`src/source/rv_decode_settings.svh`:
```
/*
 * Width settings for the RV32I decode stage.
 * The immediate formats assume XLEN is 32; other values are not supported.
 * Included by the package and the testbench.
 */
`ifndef RV_DECODE_SETTINGS_SVH
`define RV_DECODE_SETTINGS_SVH

// Data and instruction word width
`define XLEN 32

// Register file index, x0..x31
`define REG_AW 5

`define OPCODE_W 7

// {bit30, funct3}
`define ALU_OP_W 4

// {store, funct3}
`define LSU_CTRL_W 4

`endif

```
`src/source/rv_decode_pkg.sv`:
```
/*
 * Shared types and opcode constants for the RV32I decode stage.
 * FENCE and SYSTEM opcodes are intentionally absent and decode as illegal.
 */
`include "rv_decode_settings.svh"

package rv_decode_pkg;

    ////////////////////
    // Plain vector types
    ////////////////////
    typedef logic [`XLEN-1:0]       word_t;     // Instruction, address or immediate
    typedef logic [`REG_AW-1:0]     reg_addr_t;
    typedef logic [`OPCODE_W-1:0]   opcode_t;
    typedef logic [`ALU_OP_W-1:0]   alu_op_t;   // {instr[30], funct3}
    typedef logic [`LSU_CTRL_W-1:0] lsu_ctrl_t; // {is_store, funct3}

    // Instruction class, replaces per-operand flags
    typedef enum logic [2:0] {
        CLS_ALU     = 3'd0,
        CLS_UPPER   = 3'd1, // LUI and AUIPC
        CLS_LOAD    = 3'd2,
        CLS_STORE   = 3'd3,
        CLS_BRANCH  = 3'd4,
        CLS_JAL     = 3'd5,
        CLS_JALR    = 3'd6,
        CLS_ILLEGAL = 3'd7
    } instr_class_t;

    typedef enum logic {
        ST_RUN   = 1'b0,
        ST_STALL = 1'b1
    } stall_state_t;

    ////////////////////
    // Major opcodes
    ////////////////////
    localparam opcode_t OPC_OP     = 7'b0110011;
    localparam opcode_t OPC_OPIMM  = 7'b0010011;
    localparam opcode_t OPC_LUI    = 7'b0110111;
    localparam opcode_t OPC_AUIPC  = 7'b0010111;
    localparam opcode_t OPC_LOAD   = 7'b0000011;
    localparam opcode_t OPC_STORE  = 7'b0100011;
    localparam opcode_t OPC_BRANCH = 7'b1100011;
    localparam opcode_t OPC_JAL    = 7'b1101111;
    localparam opcode_t OPC_JALR   = 7'b1100111;

    localparam alu_op_t ALU_ADD = '0;

endpackage

```
`src/source/decoder_top.sv`:
```
`timescale 1ns/1ns
/*
 * RV32I decode stage with valid/ready input and a one-cycle valid pulse out.
 * The output side has no back-pressure; the consumer must take each bundle.
 * Latency is one cycle from accept to dec_valid_o.
 */
module decoder_top (
    input  logic                        clk_i,
    input  logic                        rstn_i,
    input  logic                        instr_valid_i,
    input  rv_decode_pkg::word_t        instr_i,
    input  rv_decode_pkg::word_t        instr_addr_i,
    output logic                        ready_o,
    output logic                        dec_valid_o,
    output logic                        rd_we_o,
    output logic                        use_imm_o,
    output logic                        illegal_o,
    output rv_decode_pkg::instr_class_t instr_class_o,
    output rv_decode_pkg::alu_op_t      alu_op_o,
    output rv_decode_pkg::reg_addr_t    rs1_addr_o,
    output rv_decode_pkg::reg_addr_t    rs2_addr_o,
    output rv_decode_pkg::reg_addr_t    rd_addr_o,
    output rv_decode_pkg::word_t        imm_o,
    output rv_decode_pkg::word_t        instr_addr_o,
    output rv_decode_pkg::lsu_ctrl_t    lsu_ctrl_o
);
    import rv_decode_pkg::*;

    logic         accept;
    logic         reads_rs1;
    logic         reads_rs2;
    logic         rd_writes;
    reg_addr_t    rs1;
    reg_addr_t    rs2;
    reg_addr_t    rd;
    instr_class_t cls;  // Unregistered class for the immediate mux

    hazard_unit u_hazard (
        .clk_i, .rstn_i, .instr_valid_i,
        .reads_rs1_i (reads_rs1),
        .reads_rs2_i (reads_rs2),
        .rd_writes_i (rd_writes),
        .rs1_i       (rs1),
        .rs2_i       (rs2),
        .rd_i        (rd),
        .ready_o,
        .accept_o    (accept)
    );

    instr_decoder u_decoder (
        .clk_i, .rstn_i,
        .accept_i    (accept),
        .instr_i, .instr_addr_i,
        .reads_rs1_o (reads_rs1),
        .reads_rs2_o (reads_rs2),
        .rd_writes_o (rd_writes),
        .rs1_o       (rs1),
        .rs2_o       (rs2),
        .rd_o        (rd),
        .class_o     (cls),
        .dec_valid_o, .rd_we_o, .use_imm_o, .illegal_o, .instr_class_o,
        .alu_op_o, .rs1_addr_o, .rs2_addr_o, .rd_addr_o, .lsu_ctrl_o, .instr_addr_o
    );

    imm_gen u_imm (
        .clk_i, .rstn_i,
        .accept_i (accept),
        .instr_i,
        .class_i  (cls),
        .imm_o
    );

endmodule

```
`src/source/hazard_unit.sv`:
```
`timescale 1ns/1ns
/*
 * Read-after-write stall against the instruction accepted just before.
 * A hit holds off the input for one cycle only; x0 never causes a stall.
 * Idle cycles keep the stored destination untouched.
 */
module hazard_unit (
    input  logic                     clk_i,
    input  logic                     rstn_i,
    input  logic                     instr_valid_i,
    input  logic                     reads_rs1_i,
    input  logic                     reads_rs2_i,
    input  logic                     rd_writes_i,
    input  rv_decode_pkg::reg_addr_t rs1_i,
    input  rv_decode_pkg::reg_addr_t rs2_i,
    input  rv_decode_pkg::reg_addr_t rd_i,
    output logic                     ready_o,
    output logic                     accept_o
);
    import rv_decode_pkg::*;

    stall_state_t state_q;
    reg_addr_t    last_rd_q;  // Destination of the last accepted instruction
    logic         rs1_hit;
    logic         rs2_hit;
    logic         hazard;

    ////////////////////
    // Hazard detection
    ////////////////////
    assign rs1_hit = reads_rs1_i && (rs1_i != '0) && (rs1_i == last_rd_q);
    assign rs2_hit = reads_rs2_i && (rs2_i != '0) && (rs2_i == last_rd_q);

    // After one stall cycle the instruction goes through regardless
    assign hazard = instr_valid_i && (state_q == ST_RUN) && (rs1_hit || rs2_hit);

    assign ready_o  = ~hazard;
    assign accept_o = instr_valid_i & ready_o;

    ////////////////////
    // State
    ////////////////////
    always_ff @(posedge clk_i) begin
        if (rstn_i == 1'b0) begin
            state_q <= ST_RUN;
        end else begin
            state_q <= hazard ? ST_STALL : ST_RUN;
        end
    end

    always_ff @(posedge clk_i) begin
        if (rstn_i == 1'b0) begin
            last_rd_q <= '0;
        end else if (accept_o) begin
            // Stores and branches leave nothing to wait for
            last_rd_q <= rd_writes_i ? rd_i : '0;
        end
    end

endmodule

```
`src/source/imm_gen.sv`:
```
`timescale 1ns/1ns
/*
 * Immediate extraction for RV32I, format chosen by the decoded class.
 * Shift amounts are zero-extended; the formats assume a 32-bit word.
 */
module imm_gen (
    input  logic                        clk_i,
    input  logic                        rstn_i,
    input  logic                        accept_i,
    input  rv_decode_pkg::word_t        instr_i,
    input  rv_decode_pkg::instr_class_t class_i,
    output rv_decode_pkg::word_t        imm_o
);
    import rv_decode_pkg::*;

    word_t imm_i_w;
    word_t imm_sh_w;
    word_t imm_s_w;
    word_t imm_b_w;
    word_t imm_u_w;
    word_t imm_j_w;
    word_t imm_next;
    logic  is_shift;

    assign imm_i_w  = {{20{instr_i[31]}}, instr_i[31:20]};
    assign imm_sh_w = {27'b0, instr_i[24:20]};  // shamt
    assign imm_s_w  = {{20{instr_i[31]}}, instr_i[31:25], instr_i[11:7]};
    assign imm_b_w  = {{19{instr_i[31]}}, instr_i[31], instr_i[7],
                       instr_i[30:25], instr_i[11:8], 1'b0};
    assign imm_u_w  = {instr_i[31:12], 12'b0};
    assign imm_j_w  = {{11{instr_i[31]}}, instr_i[31], instr_i[19:12],
                       instr_i[20], instr_i[30:21], 1'b0};

    // SLLI/SRLI/SRAI have funct3 ending in 01
    assign is_shift = (instr_i[13:12] == 2'b01);

    always_comb begin
        case (class_i)
            // OP-IMM has opcode bit 5 clear, register-register OP has it set
            CLS_ALU:    imm_next = instr_i[5] ? '0 : (is_shift ? imm_sh_w : imm_i_w);
            CLS_LOAD,
            CLS_JALR:   imm_next = imm_i_w;
            CLS_STORE:  imm_next = imm_s_w;
            CLS_BRANCH: imm_next = imm_b_w;
            CLS_UPPER:  imm_next = imm_u_w;
            CLS_JAL:    imm_next = imm_j_w;
            default:    imm_next = '0;
        endcase
    end

    always_ff @(posedge clk_i) begin
        if (rstn_i == 1'b0) begin
            imm_o <= '0;
        end else if (accept_i) begin
            imm_o <= imm_next;
        end
    end

endmodule

```
`src/source/instr_decoder.sv`:
```
`timescale 1ns/1ns
/*
 * Opcode classification and control fields for RV32I, registered on accept.
 * Register addresses that the instruction does not use come out as zero.
 * LOAD reports rd_writes for the hazard check but keeps rd_we low.
 */
module instr_decoder (
    input  logic                       clk_i,
    input  logic                       rstn_i,
    input  logic                       accept_i,
    input  rv_decode_pkg::word_t       instr_i,
    input  rv_decode_pkg::word_t       instr_addr_i,
    // Combinational, towards the hazard unit and immediate generator
    output logic                       reads_rs1_o,
    output logic                       reads_rs2_o,
    output logic                       rd_writes_o,
    output rv_decode_pkg::reg_addr_t   rs1_o,
    output rv_decode_pkg::reg_addr_t   rs2_o,
    output rv_decode_pkg::reg_addr_t   rd_o,
    output rv_decode_pkg::instr_class_t class_o,
    // Registered decode bundle
    output logic                       dec_valid_o,
    output logic                       rd_we_o,
    output logic                       use_imm_o,
    output logic                       illegal_o,
    output rv_decode_pkg::instr_class_t instr_class_o,
    output rv_decode_pkg::alu_op_t     alu_op_o,
    output rv_decode_pkg::reg_addr_t   rs1_addr_o,
    output rv_decode_pkg::reg_addr_t   rs2_addr_o,
    output rv_decode_pkg::reg_addr_t   rd_addr_o,
    output rv_decode_pkg::lsu_ctrl_t   lsu_ctrl_o,
    output rv_decode_pkg::word_t       instr_addr_o
);
    import rv_decode_pkg::*;

    opcode_t    opcode;
    logic [2:0] funct3;
    alu_op_t    alu_op;
    lsu_ctrl_t  lsu_ctrl;
    logic       rd_we;
    logic       use_imm;
    logic       illegal;

    assign opcode = instr_i[6:0];
    assign funct3 = instr_i[14:12];

    ////////////////////
    // Classification
    ////////////////////
    always_comb begin
        class_o     = CLS_ILLEGAL;
        alu_op      = ALU_ADD;
        lsu_ctrl    = '0;
        reads_rs1_o = 1'b0;
        reads_rs2_o = 1'b0;
        rd_writes_o = 1'b0;
        rd_we       = 1'b0;
        use_imm     = 1'b0;
        illegal     = 1'b0;
        case (opcode)
            OPC_OP: begin
                class_o     = CLS_ALU;
                alu_op      = {instr_i[30], funct3};
                reads_rs1_o = 1'b1;
                reads_rs2_o = 1'b1;
                rd_writes_o = 1'b1;
                rd_we       = 1'b1;
            end
            OPC_OPIMM: begin
                class_o     = CLS_ALU;
                // Bit 30 only selects SRAI; for other funct3 it is immediate data
                alu_op      = {(funct3[1:0] == 2'b01) & instr_i[30], funct3};
                reads_rs1_o = 1'b1;
                rd_writes_o = 1'b1;
                rd_we       = 1'b1;
                use_imm     = 1'b1;
            end
            OPC_LUI, OPC_AUIPC: begin
                class_o     = CLS_UPPER;
                rd_writes_o = 1'b1;
                rd_we       = 1'b1;
                use_imm     = 1'b1;
            end
            OPC_LOAD: begin
                class_o     = CLS_LOAD;
                lsu_ctrl    = {1'b0, funct3};
                reads_rs1_o = 1'b1;
                rd_writes_o = 1'b1;  // Load data still lands in rd
                use_imm     = 1'b1;
            end
            OPC_STORE: begin
                class_o     = CLS_STORE;
                lsu_ctrl    = {1'b1, funct3};
                reads_rs1_o = 1'b1;
                reads_rs2_o = 1'b1;
                use_imm     = 1'b1;
            end
            OPC_BRANCH: begin
                class_o     = CLS_BRANCH;
                alu_op      = {1'b0, funct3};  // Compare type
                reads_rs1_o = 1'b1;
                reads_rs2_o = 1'b1;
                use_imm     = 1'b1;
            end
            OPC_JAL: begin
                class_o     = CLS_JAL;
                rd_writes_o = 1'b1;
                rd_we       = 1'b1;
                use_imm     = 1'b1;
            end
            OPC_JALR: begin
                class_o     = CLS_JALR;
                reads_rs1_o = 1'b1;
                rd_writes_o = 1'b1;
                rd_we       = 1'b1;
                use_imm     = 1'b1;
            end
            default: illegal = 1'b1;  // FENCE, SYSTEM and undefined
        endcase
    end

    assign rs1_o = reads_rs1_o ? instr_i[19:15] : '0;
    assign rs2_o = reads_rs2_o ? instr_i[24:20] : '0;
    assign rd_o  = rd_writes_o ? instr_i[11:7]  : '0;

    ////////////////////
    // Output register
    ////////////////////
    always_ff @(posedge clk_i) begin
        if (rstn_i == 1'b0) begin
            dec_valid_o   <= 1'b0;
            rd_we_o       <= 1'b0;
            use_imm_o     <= 1'b0;
            illegal_o     <= 1'b0;
            instr_class_o <= CLS_ALU;
            alu_op_o      <= '0;
            rs1_addr_o    <= '0;
            rs2_addr_o    <= '0;
            rd_addr_o     <= '0;
            lsu_ctrl_o    <= '0;
            instr_addr_o  <= '0;
        end else begin
            dec_valid_o <= accept_i;  // One-cycle pulse per accept
            if (accept_i) begin
                rd_we_o       <= rd_we;
                use_imm_o     <= use_imm;
                illegal_o     <= illegal;
                instr_class_o <= class_o;
                alu_op_o      <= alu_op;
                rs1_addr_o    <= rs1_o;
                rs2_addr_o    <= rs2_o;
                rd_addr_o     <= rd_o;
                lsu_ctrl_o    <= lsu_ctrl;
                instr_addr_o  <= instr_addr_i;
            end
        end
    end

endmodule

```
`config.mk`:
```
export PLATFORM = sky130hd
export DESIGN_NAME = decoder_top
export DESIGN_NICKNAME = d
export VERILOG_FILES = /design/src/source/rv_decode_pkg.sv /design/src/source/decoder_top.sv /design/src/source/hazard_unit.sv /design/src/source/imm_gen.sv /design/src/source/instr_decoder.sv
export VERILOG_INCLUDE_DIRS = /design/src /design/src/source
export SDC_FILE = /design/constraint.sdc
export NUM_CORES = 1
export LEC_CHECK = 0
export ABC_AREA = 1
export BUFFER_PORTS_ARGS = -buffer_cell sky130_fd_sc_hd__clkbuf_2
export CORE_UTILIZATION = 55
export CTS_CLUSTER_DIAMETER = 60
export DETAILED_ROUTE_END_ITERATION = 16
export PLACE_DENSITY = 0.88
export SLEW_MARGIN = 5
export SYNTH_ARGS = -nofsm -noshare
export SYNTH_HDL_FRONTEND = slang
export SYNTH_HIERARCHICAL = 1
export SYNTH_SLANG_ARGS = --single-unit
```
`constraint.sdc`:
```
create_clock -name clk_i -period 4.8 [get_ports clk_i]
set_input_delay 0 -clock clk_i [delete_from_list [all_inputs] [get_ports clk_i]]
set_output_delay 0 -clock clk_i [all_outputs]
set_load 0.02 [all_outputs]
```
==> results.md <==
* Period utilization at 62.35%
* DRT iter0 DRCs at 311
* H-tree levels at 3
* Clock skew at 0.01485 ns
* WL/cell at 14.59 µm
* GR Util All Layers at 32.35%
* Clock Tree Buf Depth at 2
* Synthesized instance count at 707
* Sink Count at 100
* Critical Path Max Stage Delay at 0.70 ns
* RD Place Congestion at 0.8868
* Die area at 9070 µm²
* Crit Path Max Fanout at 85
* Area Growth Syn to Fin at 30.70%
* Top post-synthesis cells by count: 188 x nand2_1, 125 x nor2_1, 100 x dfxtp_1, 60 x inv_1, 57 x o21ai_0
* Largest net degree at the start of global routing at 86
* Setup TNS at 0 ns
* CTS tree: built
* Initial antenna violation count at 0
* Reg clk slew, reported paths at 0.09 ns
* Crit path cell chain: clkbuf_2, nand2_1, inv_1, nand2_2, nor2_1, nor2_1, nand3_2, nand2_1, inv_1, inv_1, a21boi_1, nand2_1, nor2_1, nand3_1, nand2_1, a21oi_4, buf_4, nand2_1, nand2_1, nand2_1, inv_1
* Post-CTS setup buffer count at 0
* Crit path max-delay family: simple AND/OR/NAND/NOR gates
* Unrepaired setup endpoints after global routing: false
* WP data arrival at 3.30 ns
* Post-synth ARST share at 0%
* Slew @ Worst Pin at 1.150 ns
* First-pass GRT wire length at 22880 µm
* ANT nets after route at 0
* Vias in the first global route at 5097
* HPWL Detailed at 9019 µm
* CTS root buf: clkbuf_8
* Max Cap Viol at 0
* Num rows at 33
* Die Width at 95.24 µm
* Diode count at 0
* Status: finished clean
* Crit Path Class: in -> reg
* Fin Hold WS at 0.09850 ns
* Most common cell in the netlist: nand2_1
* Total I/O pin count at 162
* First-pass iteration count of the detailed router at 5
* Type of the worst min-delay path: in -> reg
* Clk_lat worst skew at 0.38 ns
* CORE AREA at 8299 µm²
* Slowest CP cell: buf_4
* Synth Warn # at 6
* Overflow after GRT at 0
* Max_slew headroom at 23.26%
* Mapped Area at 4781 µm²
* Post-synth top area share at 41.87%
* CTS Buf Count at 9
* Most used cell, CP: nand2_1
* Startpoint Class: input port
* WP buf/inv at 6
* EDFF count, synth at 0
* Starting Density at 57.61%
* Slew Viols, Final at 0
* Worst Path Required at 5.11 ns
* Worst IR Drop VDD at 0.2017 mV
* Pleak at 0.003262 µW
* Mapped Avg Cell Area at 6.762 µm²
* PwrDens at 277.0 nW/µm²
* FF+latch count, synth at 100
* Layout cell share with drive strength beyond 1 at 24.86%
* Die Ht at 95.24 µm
* Leading area contributor after synthesis: dfxtp_1
* Netlist cell types at 27
* Fmax at 334.2 MHz
* Nets at 963
* Top_reg_cell synth: dfxtp_1
* DRT Wirelength at 14680 µm
* Hold Fails Final Rpt at 0
* Via Count at 5361
* Final Setup Violations at 0
* Cts repair resizes at 0
* Post-route DRC at 0
* Port bufs at 161
* Type of destination of the critical path: flop
* Sequential fraction of the synthesis area at 41.87%
* Synth top area cells: dfxtp_1 42%, nand2_1 15%, nor2_1 9.8%, o21ai_0 6.0%, inv_1 4.7%
* Syn_nets at 774
* Fin crit period at 2.993 ns
* Via-per-instance ratio at 5.329
==> repair_timing <==
action	CTS	global route
setup endpoints to repair	0	0
endpoints found under the hold margin	62	0
hold buffers	56	0
==> worst register-to-register path: stages (launching register included) <==
cell and delay [ns]:
dfxtp_1 0.47, xor2_1 0.18, nor2_1 0.06, nand3_1 0.07, nand2_1 0.11, a21oi_4 0.66
buf_4 0.71, nand2_1 0.32, nand2_1 0.11, nand2_1 0.08, inv_1 0.08
==> layout make-up <==
| type | instances | area, µm² |
|---|---|---|
| Multi-Input combinational cell | 500 | 2302 |
| Fill cell | 617 | 2051 |
| Sequential cell | 100 | 2002 |
| Timing Repair Buffer | 220 | 1389 |
| Inverter | 65 | 244.0 |
| Tap cell | 105 | 131.4 |
| Clock buffer | 9 | 123.9 |
| Clock inverter | 7 | 56.30 |
==> worst paths after layout <==
check / from / to / slack [ns] / cells after the start
worst max-delay path: instr_i[1] / u_decoder/instr_class_o[2]$_SDFFE_PN0P_ / 1.81 / 21
worst min-delay path: instr_valid_i / u_hazard/last_rd_q[3]$_SDFFE_PN0P_ / 0.1 / 4
worst min register to register: u_decoder/lsu_ctrl_o[1]$_SDFFE_PN0P_ / u_decoder/lsu_ctrl_o[1]$_SDFFE_PN0P_ / 0.47 / 2
worst max register to register: u_hazard/last_rd_q[3]$_SDFFE_PN0P_ / u_decoder/instr_class_o[2]$_SDFFE_PN0P_ / 1.91 / 10
==> state kept, by name, indices dropped and copies added, names as in the netlist, 3 cells and up <==
name and cells:
u_decoder/alu_op_o 4, u_decoder/instr_addr_o 32, u_decoder/instr_class_o 3, u_decoder/lsu_ctrl_o 4, u_decoder/rd_addr_o 5, u_decoder/rs1_addr_o 5, u_decoder/rs2_addr_o 5, u_hazard/last_rd_q 5
u_imm/imm_o 32
==> cells in the final DEF, fill, tap and decap left out <==
cell type / netlist / routed
clkbuf_8: 0 / 9
nand2_1: 188 / 188
clkinvlp_4: 0 / 1
inv_1: 60 / 60
inv_6: 0 / 5
clkbuf_2: 0 / 161
nand3_1: 33 / 33
nor3_1: 1 / 1
buf_4: 3 / 3
nand4_1: 9 / 9
inv_2: 5 / 5
o2111ai_1: 1 / 1
nor2_8: 1 / 1
o21ai_0: 57 / 57
a21oi_4: 1 / 2
nand3_2: 6 / 6
nand2_2: 7 / 7
clkinv_2: 0 / 1
xor2_1: 1 / 1
o211ai_1: 2 / 2
nor2_2: 1 / 1
nor2_1: 125 / 125
o31ai_1: 1 / 1
dfxtp_1: 100 / 100
dlygate4sd3_1: 0 / 56
a21boi_1: 1 / 1
a21oi_1: 43 / 42
nor2_4: 1 / 1
a21oi_2: 20 / 20
o21ai_2: 1 / 1
==> where the power goes <==
part           switching (µW)  total [µW]  internal, µW  leakage, µW
clock network             318         515           197    0.0000914
logic                     203         321           117      0.00235
registers                24.9         895           870     0.000821
total                     546        1730          1180      0.00326
==> routing by layer <==
metal | share of wire [%] | track usage (%) | up-vias
li1 | - | - | 2602
met1 | 40 | 38.09 | 2445
met2 | 50 | 56.73 | 274
met3 | 7.6 | 6.300 | 40
met4 | 2.7 | 14.14 | 0
met5 | 0 | 0 | -
==> stage by stage <==
| step | area [µm²] | worst slack [ns] | cells | util [%] | total power [µW] |
|---|---|---|---|---|---|
| 2_1_floorplan | 4781 | 2.809 | 707 | - | 1088 |
| 3_3_place_gp | 5508 | 1.796 | 934 | 66.37 | 1175 |
| 3_5_place_dp | 5508 | 1.601 | 934 | 66.37 | 1182 |
| 4_1_cts | 6248 | 2.000 | 1006 | 75.29 | 1720 |
| 5_1_grt | 6248 | 1.535 | 1006 | 75.29 | 1801 |
| 6_report | 6248 | 1.807 | 1006 | 75.29 | 1731 |
==> kinds of logic (layout without fill, tap and decap cells) <==
| group | Yosys count | count (layout) | synth area share (%) |
|---|---|---|---|
| xor+xnor | 1 | 1 | 0.1832 |
| flops | 100 | 100 | 41.87 |
| buf+inv | 107 | 301 | 10.21 |
| compound gates | 127 | 127 | 15.47 |
| simple gates | 372 | 372 | 32.27 |
(Power assumes the default switching activity.)
